$ cat config.mk
export PLATFORM = sky130hd
export DESIGN_NAME = uart_rx_top
export DESIGN_NICKNAME = d
export VERILOG_FILES = /design/src/rtl/uart_rx_pkg.sv /design/src/rtl/uart_rx_top.sv /design/src/rtl/uart_rx_frame_checker.sv /design/src/rtl/uart_rx_deserializer.sv /design/src/rtl/uart_rx_data_sampler.sv /design/src/rtl/uart_rx_bit_timer.sv /design/src/rtl/uart_rx_fsm.sv
export SDC_FILE = /design/constraint.sdc
export NUM_CORES = 1
export LEC_CHECK = 0
export CAP_MARGIN = 10
export CELL_PAD_IN_SITES_DETAIL_PLACEMENT = 2
export CELL_PAD_IN_SITES_GLOBAL_PLACEMENT = 2
export CORE_UTILIZATION = 43
export DETAILED_ROUTE_END_ITERATION = 10
export DONT_BUFFER_PORTS = 1
export GPL_TIMING_DRIVEN = 1
export PLACE_DENSITY = 0.83
export SLEW_MARGIN = 20
export SYNTH_ARGS = -nofsm -noshare
export SYNTH_HDL_FRONTEND = slang
export SYNTH_SLANG_ARGS = --single-unit
$ cat constraint.sdc
create_clock -name CLK -period 4 [get_ports CLK]
set_input_delay 0.8 -clock CLK [delete_from_list [all_inputs] [get_ports CLK]]
set_output_delay 0.8 -clock CLK [all_outputs]
set_load 0.1 [all_outputs]
$ cat src/rtl/uart_rx_pkg.sv
`default_nettype none

package uart_rx_pkg;

    // data bits per frame, also the received byte width.
    localparam int unsigned DATA_BITS = 8;

    // bit counter width, frame indexes run up to 10.
    localparam int unsigned BIT_CNT_WIDTH = 4;

    // frame bit indexes.
    localparam logic [BIT_CNT_WIDTH-1:0] START_BIT_IDX  = 4'd0;
    localparam logic [BIT_CNT_WIDTH-1:0] LAST_DATA_IDX  = 4'd8;
    localparam logic [BIT_CNT_WIDTH-1:0] PARITY_BIT_IDX = 4'd9;
    // stop bit with parity on, it moves to index 9 otherwise.
    localparam logic [BIT_CNT_WIDTH-1:0] STOP_BIT_IDX   = 4'd10;

    // receiver frame states.
    typedef enum logic [2:0] {
        st_idle,
        st_start,
        st_data,
        st_parity,
        st_stop,
        st_err_chk,
        st_valid
    } rx_state_e;

endpackage

`default_nettype wire
$ cat src/rtl/uart_rx_top.sv
`timescale 1ns/10ps
`default_nettype none

module uart_rx_top
#(
    parameter int PRESCALE_WIDTH = 6
)
(
    input  wire                               CLK,
    input  wire                               RST,
    input  wire                               rx_in,
    input  wire  [PRESCALE_WIDTH-1:0]         prescale,
    input  wire                               par_en,
    input  wire                               par_odd,
    output logic [uart_rx_pkg::DATA_BITS-1:0] rx_data,
    output logic                              rx_valid,
    output logic                              rx_err
);

    // fsm enables.
    logic                                  cnt_en;
    logic                                  samp_en;
    logic                                  deser_en;
    logic                                  strt_chk_en;
    logic                                  par_chk_en;
    logic                                  stp_chk_en;
    // time base.
    logic [PRESCALE_WIDTH-1:0]             edge_cnt;
    logic [uart_rx_pkg::BIT_CNT_WIDTH-1:0] bit_cnt;
    logic                                  bit_done;
    // sampler vote.
    logic                                  samp_bit;
    logic                                  samp_done;
    // checker flags.
    logic                                  strt_glitch;
    logic                                  par_err;
    logic                                  stp_err;

    uart_rx_fsm i_fsm (
        .CLK         (CLK),
        .RST         (RST),
        .rx_in       (rx_in),
        .par_en      (par_en),
        .bit_done    (bit_done),
        .bit_cnt     (bit_cnt),
        .strt_glitch (strt_glitch),
        .par_err     (par_err),
        .stp_err     (stp_err),
        .cnt_en      (cnt_en),
        .samp_en     (samp_en),
        .deser_en    (deser_en),
        .strt_chk_en (strt_chk_en),
        .par_chk_en  (par_chk_en),
        .stp_chk_en  (stp_chk_en),
        .rx_valid    (rx_valid),
        .rx_err      (rx_err)
    );

    uart_rx_bit_timer #(
        .PRESCALE_WIDTH (PRESCALE_WIDTH)
    ) i_bit_timer (
        .CLK      (CLK),
        .RST      (RST),
        .cnt_en   (cnt_en),
        .prescale (prescale),
        .edge_cnt (edge_cnt),
        .bit_cnt  (bit_cnt),
        .bit_done (bit_done)
    );

    uart_rx_data_sampler #(
        .PRESCALE_WIDTH (PRESCALE_WIDTH)
    ) i_data_sampler (
        .CLK       (CLK),
        .RST       (RST),
        .samp_en   (samp_en),
        .rx_in     (rx_in),
        .prescale  (prescale),
        .edge_cnt  (edge_cnt),
        .samp_bit  (samp_bit),
        .samp_done (samp_done)
    );

    uart_rx_deserializer i_deserializer (
        .CLK       (CLK),
        .RST       (RST),
        .deser_en  (deser_en),
        .samp_done (samp_done),
        .samp_bit  (samp_bit),
        .rx_data   (rx_data)
    );

    uart_rx_frame_checker i_frame_checker (
        .CLK         (CLK),
        .RST         (RST),
        .strt_chk_en (strt_chk_en),
        .par_chk_en  (par_chk_en),
        .stp_chk_en  (stp_chk_en),
        .par_odd     (par_odd),
        .samp_done   (samp_done),
        .samp_bit    (samp_bit),
        .rx_data     (rx_data),
        .strt_glitch (strt_glitch),
        .par_err     (par_err),
        .stp_err     (stp_err)
    );

endmodule

`default_nettype wire

$ cat src/rtl/uart_rx_frame_checker.sv
`timescale 1ns/10ps
`default_nettype none

module uart_rx_frame_checker
(
    input  wire                               CLK,
    input  wire                               RST,
    input  wire                               strt_chk_en,
    input  wire                               par_chk_en,
    input  wire                               stp_chk_en,
    input  wire                               par_odd,
    input  wire                               samp_done,
    input  wire                               samp_bit,
    input  wire  [uart_rx_pkg::DATA_BITS-1:0] rx_data,
    output logic                              strt_glitch,
    output logic                              par_err,
    output logic                              stp_err
);

    // any check running.
    logic chk_active;
    // parity bit the sender should have put on the line.
    logic exp_par;

    assign chk_active = strt_chk_en || par_chk_en || stp_chk_en;

    // even parity by default, flipped for odd.
    assign exp_par = (^rx_data) ^ par_odd;

    always_ff @(posedge CLK or negedge RST)
    begin
        if (!RST)
        begin
            strt_glitch <= 1'b0;
            par_err     <= 1'b0;
            stp_err     <= 1'b0;
        end
        else if (!chk_active)
        begin
            // idle or between checks.
            strt_glitch <= 1'b0;
            par_err     <= 1'b0;
            stp_err     <= 1'b0;
        end
        else if (samp_done)
        begin
            // start bit must vote low.
            if (strt_chk_en)
                strt_glitch <= samp_bit;
            if (par_chk_en)
                par_err <= (samp_bit != exp_par);
            // stop bit must vote high.
            if (stp_chk_en)
                stp_err <= !samp_bit;
        end
    end

endmodule

`default_nettype wire

$ cat src/rtl/uart_rx_deserializer.sv
`timescale 1ns/10ps
`default_nettype none

module uart_rx_deserializer
(
    input  wire                               CLK,
    input  wire                               RST,
    input  wire                               deser_en,
    input  wire                               samp_done,
    input  wire                               samp_bit,
    output logic [uart_rx_pkg::DATA_BITS-1:0] rx_data
);

    // lsb arrives first, so shift right from the top.
    always_ff @(posedge CLK or negedge RST)
    begin
        if (!RST)
            rx_data <= '0;
        else if (deser_en && samp_done)
            rx_data <= {samp_bit, rx_data[uart_rx_pkg::DATA_BITS-1:1]};
    end

endmodule

`default_nettype wire

$ cat src/rtl/uart_rx_data_sampler.sv
`timescale 1ns/10ps
`default_nettype none

module uart_rx_data_sampler
#(
    parameter int PRESCALE_WIDTH = 6
)
(
    input  wire                        CLK,
    input  wire                        RST,
    input  wire                        samp_en,
    input  wire                        rx_in,
    input  wire  [PRESCALE_WIDTH-1:0]  prescale,
    input  wire  [PRESCALE_WIDTH-1:0]  edge_cnt,
    output logic                       samp_bit,
    output logic                       samp_done
);

    // sample points around the bit middle.
    logic [PRESCALE_WIDTH-1:0] mid_edge;
    logic [PRESCALE_WIDTH-1:0] early_edge;
    logic [PRESCALE_WIDTH-1:0] late_edge;
    // the three line samples, oldest in bit 0.
    logic [2:0]                samples;

    assign mid_edge   = prescale >> 1;
    assign early_edge = mid_edge - PRESCALE_WIDTH'(1);
    assign late_edge  = mid_edge + PRESCALE_WIDTH'(1);

    always_ff @(posedge CLK)
    begin
        if (samp_en && (edge_cnt == early_edge))
            samples[0] <= rx_in;
        if (samp_en && (edge_cnt == mid_edge))
            samples[1] <= rx_in;
        if (samp_en && (edge_cnt == late_edge))
            samples[2] <= rx_in;
    end

    // vote ready the cycle after the last sample.
    always_ff @(posedge CLK or negedge RST)
    begin
        if (!RST)
            samp_done <= 1'b0;
        else
            samp_done <= samp_en && (edge_cnt == late_edge);
    end

    // two of three wins, single cycle noise drops out.
    assign samp_bit = (samples[0] & samples[1]) |
                      (samples[0] & samples[2]) |
                      (samples[1] & samples[2]);

endmodule

`default_nettype wire

$ cat src/rtl/uart_rx_bit_timer.sv
`timescale 1ns/10ps
`default_nettype none

module uart_rx_bit_timer
#(
    parameter int PRESCALE_WIDTH = 6
)
(
    input  wire                                   CLK,
    input  wire                                   RST,
    input  wire                                   cnt_en,
    input  wire  [PRESCALE_WIDTH-1:0]             prescale,
    output logic [PRESCALE_WIDTH-1:0]             edge_cnt,
    output logic [uart_rx_pkg::BIT_CNT_WIDTH-1:0] bit_cnt,
    output logic                                  bit_done
);

    // last oversampling edge of a bit.
    logic [PRESCALE_WIDTH-1:0] last_edge;

    assign last_edge = prescale - PRESCALE_WIDTH'(1);

    // high only while counting.
    assign bit_done = cnt_en && (edge_cnt == last_edge);

    always_ff @(posedge CLK or negedge RST)
    begin
        if (!RST)
        begin
            edge_cnt <= '0;
            bit_cnt  <= '0;
        end
        else if (!cnt_en)
        begin
            // idle time base.
            edge_cnt <= '0;
            bit_cnt  <= '0;
        end
        else if (bit_done)
        begin
            // wrap and move to the next frame bit.
            edge_cnt <= '0;
            bit_cnt  <= bit_cnt + 1'b1;
        end
        else
            edge_cnt <= edge_cnt + 1'b1;
    end

endmodule

`default_nettype wire

$ cat src/rtl/uart_rx_fsm.sv
`timescale 1ns/10ps
`default_nettype none

module uart_rx_fsm
(
    input  wire                                  CLK,
    input  wire                                  RST,
    input  wire                                  rx_in,
    input  wire                                  par_en,
    input  wire                                  bit_done,
    input  wire  [uart_rx_pkg::BIT_CNT_WIDTH-1:0] bit_cnt,
    input  wire                                  strt_glitch,
    input  wire                                  par_err,
    input  wire                                  stp_err,
    output logic                                 cnt_en,
    output logic                                 samp_en,
    output logic                                 deser_en,
    output logic                                 strt_chk_en,
    output logic                                 par_chk_en,
    output logic                                 stp_chk_en,
    output logic                                 rx_valid,
    output logic                                 rx_err
);

    uart_rx_pkg::rx_state_e state;
    uart_rx_pkg::rx_state_e next_state;

    // index of the stop bit for this frame.
    logic [uart_rx_pkg::BIT_CNT_WIDTH-1:0] stop_idx;

    // without parity the stop bit takes the parity slot.
    assign stop_idx = par_en ? uart_rx_pkg::STOP_BIT_IDX : uart_rx_pkg::PARITY_BIT_IDX;

    always_ff @(posedge CLK or negedge RST)
    begin
        if (!RST)
            state <= uart_rx_pkg::st_idle;
        else
            state <= next_state;
    end

    // frame sequencing.
    always_comb
    begin
        next_state = state;
        case (state)
            uart_rx_pkg::st_idle:
            begin
                if (!rx_in)
                    next_state = uart_rx_pkg::st_start;
            end
            uart_rx_pkg::st_start:
            begin
                // a high start sample means a glitch, drop the frame silently.
                if (bit_done && (bit_cnt == uart_rx_pkg::START_BIT_IDX))
                    next_state = strt_glitch ? uart_rx_pkg::st_idle : uart_rx_pkg::st_data;
            end
            uart_rx_pkg::st_data:
            begin
                if (bit_done && (bit_cnt == uart_rx_pkg::LAST_DATA_IDX))
                    next_state = par_en ? uart_rx_pkg::st_parity : uart_rx_pkg::st_stop;
            end
            uart_rx_pkg::st_parity:
            begin
                if (bit_done && (bit_cnt == uart_rx_pkg::PARITY_BIT_IDX))
                    next_state = uart_rx_pkg::st_stop;
            end
            uart_rx_pkg::st_stop:
            begin
                if (bit_done && (bit_cnt == stop_idx))
                    next_state = uart_rx_pkg::st_err_chk;
            end
            uart_rx_pkg::st_err_chk:
            begin
                if (par_err || stp_err)
                    next_state = uart_rx_pkg::st_idle;
                else
                    next_state = uart_rx_pkg::st_valid;
            end
            uart_rx_pkg::st_valid:
            begin
                // next start bit may already be on the line.
                next_state = rx_in ? uart_rx_pkg::st_idle : uart_rx_pkg::st_start;
            end
            default:
                next_state = uart_rx_pkg::st_idle;
        endcase
    end

    // enables decoded from the state.
    always_comb
    begin
        cnt_en      = 1'b0;
        samp_en     = 1'b0;
        deser_en    = 1'b0;
        strt_chk_en = 1'b0;
        par_chk_en  = 1'b0;
        stp_chk_en  = 1'b0;
        rx_valid    = 1'b0;
        rx_err      = 1'b0;
        case (state)
            uart_rx_pkg::st_idle:
            begin
                // low line starts the time base in this same cycle.
                cnt_en      = !rx_in;
                samp_en     = !rx_in;
                strt_chk_en = !rx_in;
            end
            uart_rx_pkg::st_start:
            begin
                cnt_en      = 1'b1;
                samp_en     = 1'b1;
                strt_chk_en = 1'b1;
            end
            uart_rx_pkg::st_data:
            begin
                cnt_en   = 1'b1;
                samp_en  = 1'b1;
                deser_en = 1'b1;
            end
            uart_rx_pkg::st_parity:
            begin
                cnt_en     = 1'b1;
                samp_en    = 1'b1;
                par_chk_en = 1'b1;
            end
            uart_rx_pkg::st_stop:
            begin
                cnt_en     = 1'b1;
                samp_en    = 1'b1;
                stp_chk_en = 1'b1;
            end
            uart_rx_pkg::st_err_chk:
                rx_err = par_err || stp_err;
            uart_rx_pkg::st_valid:
            begin
                rx_valid    = 1'b1;
                // back to back start, same as idle.
                cnt_en      = !rx_in;
                samp_en     = !rx_in;
                strt_chk_en = !rx_in;
            end
            default:
                rx_err = 1'b0;
        endcase
    end

endmodule

`default_nettype wire

==> flow_metrics.env <==
export IMPL_outcome="finished clean"
export IMPL_cts_sinks=28
export IMPL_r2r_start="i_bit_timer.edge_cnt[2]"
export IMPL_worstPathMaxFanout=17
export IMPL_grt_pass1_wl_mm=9.01
export IMPL_hold_buffers=0
export IMPL_cpMaxStageDelayCell="nor2_2"
export IMPL_cts_resized=0
export IMPL_fp_dieH_um=70.3
export IMPL_worst_pin_slew_ns=1.06
export IMPL_drive_gt1_share_pct=11.4
export IMPL_antenna_found_initial=0
export IMPL_design_die_area_sq_um=4950
export IMPL_regToRegEndpoint="i_bit_timer.edge_cnt[2]"
export IMPL_most_common_layout_cells="nor2_1, dfrtp_1, xnor2_1"
export IMPL_grt_max_degree=26
export IMPL_path_cells="o21ai_0, nor2_2"
export IMPL_clkSlewWorstSetupHoldPaths_ns=0.10
export IMPL_fin_tns_setup_ns=0
export IMPL_max_slew_margin_rel_pct=29.5
export IMPL_hold_ws_ns=0.199
export IMPL_synth_edf_count=3
export IMPL_min_period_ns=2.93
export IMPL_mostFrequentLayoutCell="nor2_1"
export IMPL_worst_endpoint_arrival_ns=2.13
export IMPL_setup_ws_ns=1.07
export IMPL_synth_area_sq_um=2010
export IMPL_avgRoutedWirePerCell_um=20.1
export IMPL_async_reset_ff_share_pct=89.3
export IMPL_dp_hpwl_mm=3.99
export IMPL_ff2ff_path_depth=5
export IMPL_cts_buffers=3
export IMPL_core_sq_um=4410
export IMPL_nNetsFinal=230
export IMPL_cp_slowest_stage_delay_ns=0.86
export IMPL_yosysSeqAreaShare_pct=35.6
export IMPL_ys_flop_type="dfrtp_1"
export IMPL_wl_met2_mm=2.79
export IMPL_gp_congestion=0.881
export IMPL_antenna_left=0
export IMPL_drc=0
export IMPL_hp_class="primary input to asynchronous set/reset pin"
export IMPL_power_uw=1180
export IMPL_setup_viol=0
export IMPL_cap_viol_max_count=0
export IMPL_drt_iter0_drc=94
export IMPL_n_antenna_cell=0
export IMPL_dr_pass1_iters=4
export IMPL_wl_met1_mm=2.25
export IMPL_yosysWarnings=0
export IMPL_cts_max_level=1
export IMPL_clock_latency_ns=0.28
export IMPL_wl_mm=5.27
export IMPL_fillers=479
export IMPL_rsz0062_at_grt="no"
export IMPL_yosys_area_top_type="dfrtp_1"
export IMPL_cts_tree="built"
export IMPL_clockBufferDepth=2
export IMPL_area_growth_pct=4.42
export IMPL_fin_skew_ns=0.00939
export IMPL_port_buffers=0
export IMPL_postCtsSetupRepairBufs=0
export IMPL_power_leakage_uw=0.000895
export IMPL_synth_nets=236
export IMPL_endpoint_kind="primary output"
export IMPL_critPathCapture="rx_err"
export IMPL_clock_root_buffer="clkbuf_8"
export IMPL_vias=1584
export IMPL_worstSetupStartpoint="i_fsm.state[0]"
export IMPL_yosysTopAreaCellShare_pct=31.2
export IMPL_ys_types=46
export IMPL_synth_seq_cells=28
export IMPL_critPathKind="flip-flop to primary output"
export IMPL_synthTopCellsByArea="dfrtp_1, xnor2_1, xor2_1, nor2_1, ha_1"
export IMPL_grt_overflow=0
export IMPL_clock_fmax_mhz=342
export IMPL_vdd_ir_drop_max_uv=352
export IMPL_io_pins=21
export IMPL_drv_slew=0
export IMPL_die_width_um=70.3
export IMPL_power_density_nw_per_um2=561
export IMPL_fin_area_sq_um=2100
export IMPL_post_dp_cell_area_sq_um=2030
export IMPL_maxUsedRoutingLayer="met4"
export IMPL_vias_per_cell=6.05
export IMPL_min_period_over_period_pct=73.1
export IMPL_dp_slack_ns=1.06
export IMPL_rows=24
export IMPL_start_util_pct=45.5
export IMPL_met3WireLength_um=155
export IMPL_start_kind="flip-flop"
export IMPL_syn_inst=217
export IMPL_cp_required_ns=3.20
export IMPL_grt_usage_pct=23.4
export IMPL_hold_viol=0
export IMPL_grt_pass1_vias=1749
export IMPL_reg2reg_slack_ns=1.68
export IMPL_synth_avg_cell_area_sq_um=9.25
-- metrics by stage --
stage,std cells,util [%]
2_1_floorplan,217,-
3_3_place_gp,258,45.9
3_5_place_dp,258,45.9
4_1_cts,262,47.5
5_1_grt,262,47.5
6_report,262,47.5
-- worst max-delay path: cells and delay by family, from the launching register on --
kind | cells | cell delay (ns)
simple gates | 1 | 0.86
compound gates | 1 | 0.27
flops | 1 | 0.71
-- metal layers --
metal | up-vias | GRT usage [%]
met4 | 0 | 5.56
met3 | 8 | 4.47
li1 | 735 | -
met5 | - | 0
met2 | 25 | 41.3
met1 | 816 | 29.1
-- where the power goes --
group,total (uW),internal [uW],leakage [uW],switching [uW]
clock network,225,134,0.0000357,91.1
registers,534,340,0.000357,194
logic,418,193,0.000503,225
total,1180,667,0.000895,510
-- cell usage after synthesis (2+ instances only) --
master,number
a211oi_1,2
a21oi_1,8
a31oi_1,3
and3_1,5
buf_2,4
clkbuf_1,6
dfrtp_1,25
edfxtp_1,3
ha_1,8
inv_1,8
mux2_2,8
mux2i_1,4
nand2_1,16
nand2b_1,3
nand3_1,10
nand3_2,2
nor2_1,28
nor2b_1,2
nor3_1,6
nor4_1,2
o211ai_1,3
o21ai_0,3
o221ai_1,2
o31ai_1,2
or3_1,2
xnor2_1,17
xor2_1,16
-- state kept, by name, indices dropped and copies added, names as in the netlist --
name	flops
i_fsm.state	3
i_data_sampler.samples	3
i_deserializer.rx_data	8
i_data_sampler.samp_done	1
i_frame_checker.stp_err	1
i_frame_checker.par_err	1
i_bit_timer.edge_cnt	6
i_frame_checker.strt_glitch	1
i_bit_timer.bit_cnt	4
-- worst min-delay path by stage --
stage	endpoint	slack (ns)	cells after the start
finish	i_bit_timer.bit_cnt[3]	0.20	0
global route	i_bit_timer.bit_cnt[1]	0.18	0
CTS	i_bit_timer.bit_cnt[3]	0.19	0
detailed placement	i_bit_timer.bit_cnt[3]	0.50	0
global placement	i_bit_timer.bit_cnt[2]	0.51	0
floorplan	i_frame_checker.strt_glitch	0.49	2
-- cells by family (layout without fill, tap and decap cells) --
logic type                 count (synthesis)  count (layout)  synth area share (%)
and+or+nand+nor                           84              84                  20.9
AOI/OAI and AO/OA                         30              30                  11.5
adders and majority gates                  9               9                  5.48
DFF                                       28              28                  35.6
xor gates and xnor gates                  34              34                  15.2
buffers and inverters                     19              12                  3.99
muxes                                     13              13                  7.23
-- final cells by class --
| class | count | area (sq um) | share of cell area [%] |
|---|---|---|---|
| well taps | 52 | 65.1 | 3.10 |
| clock buffers | 3 | 41.3 | 1.97 |
| inverters | 8 | 30.0 | 1.43 |
| clock inverters | 1 | 30.0 | 1.43 |
| multi-input cells | 170 | 1210 | 57.9 |
| flip-flops and latches | 28 | 716 | 34.1 |
Power figures use the tool's default switching activity.
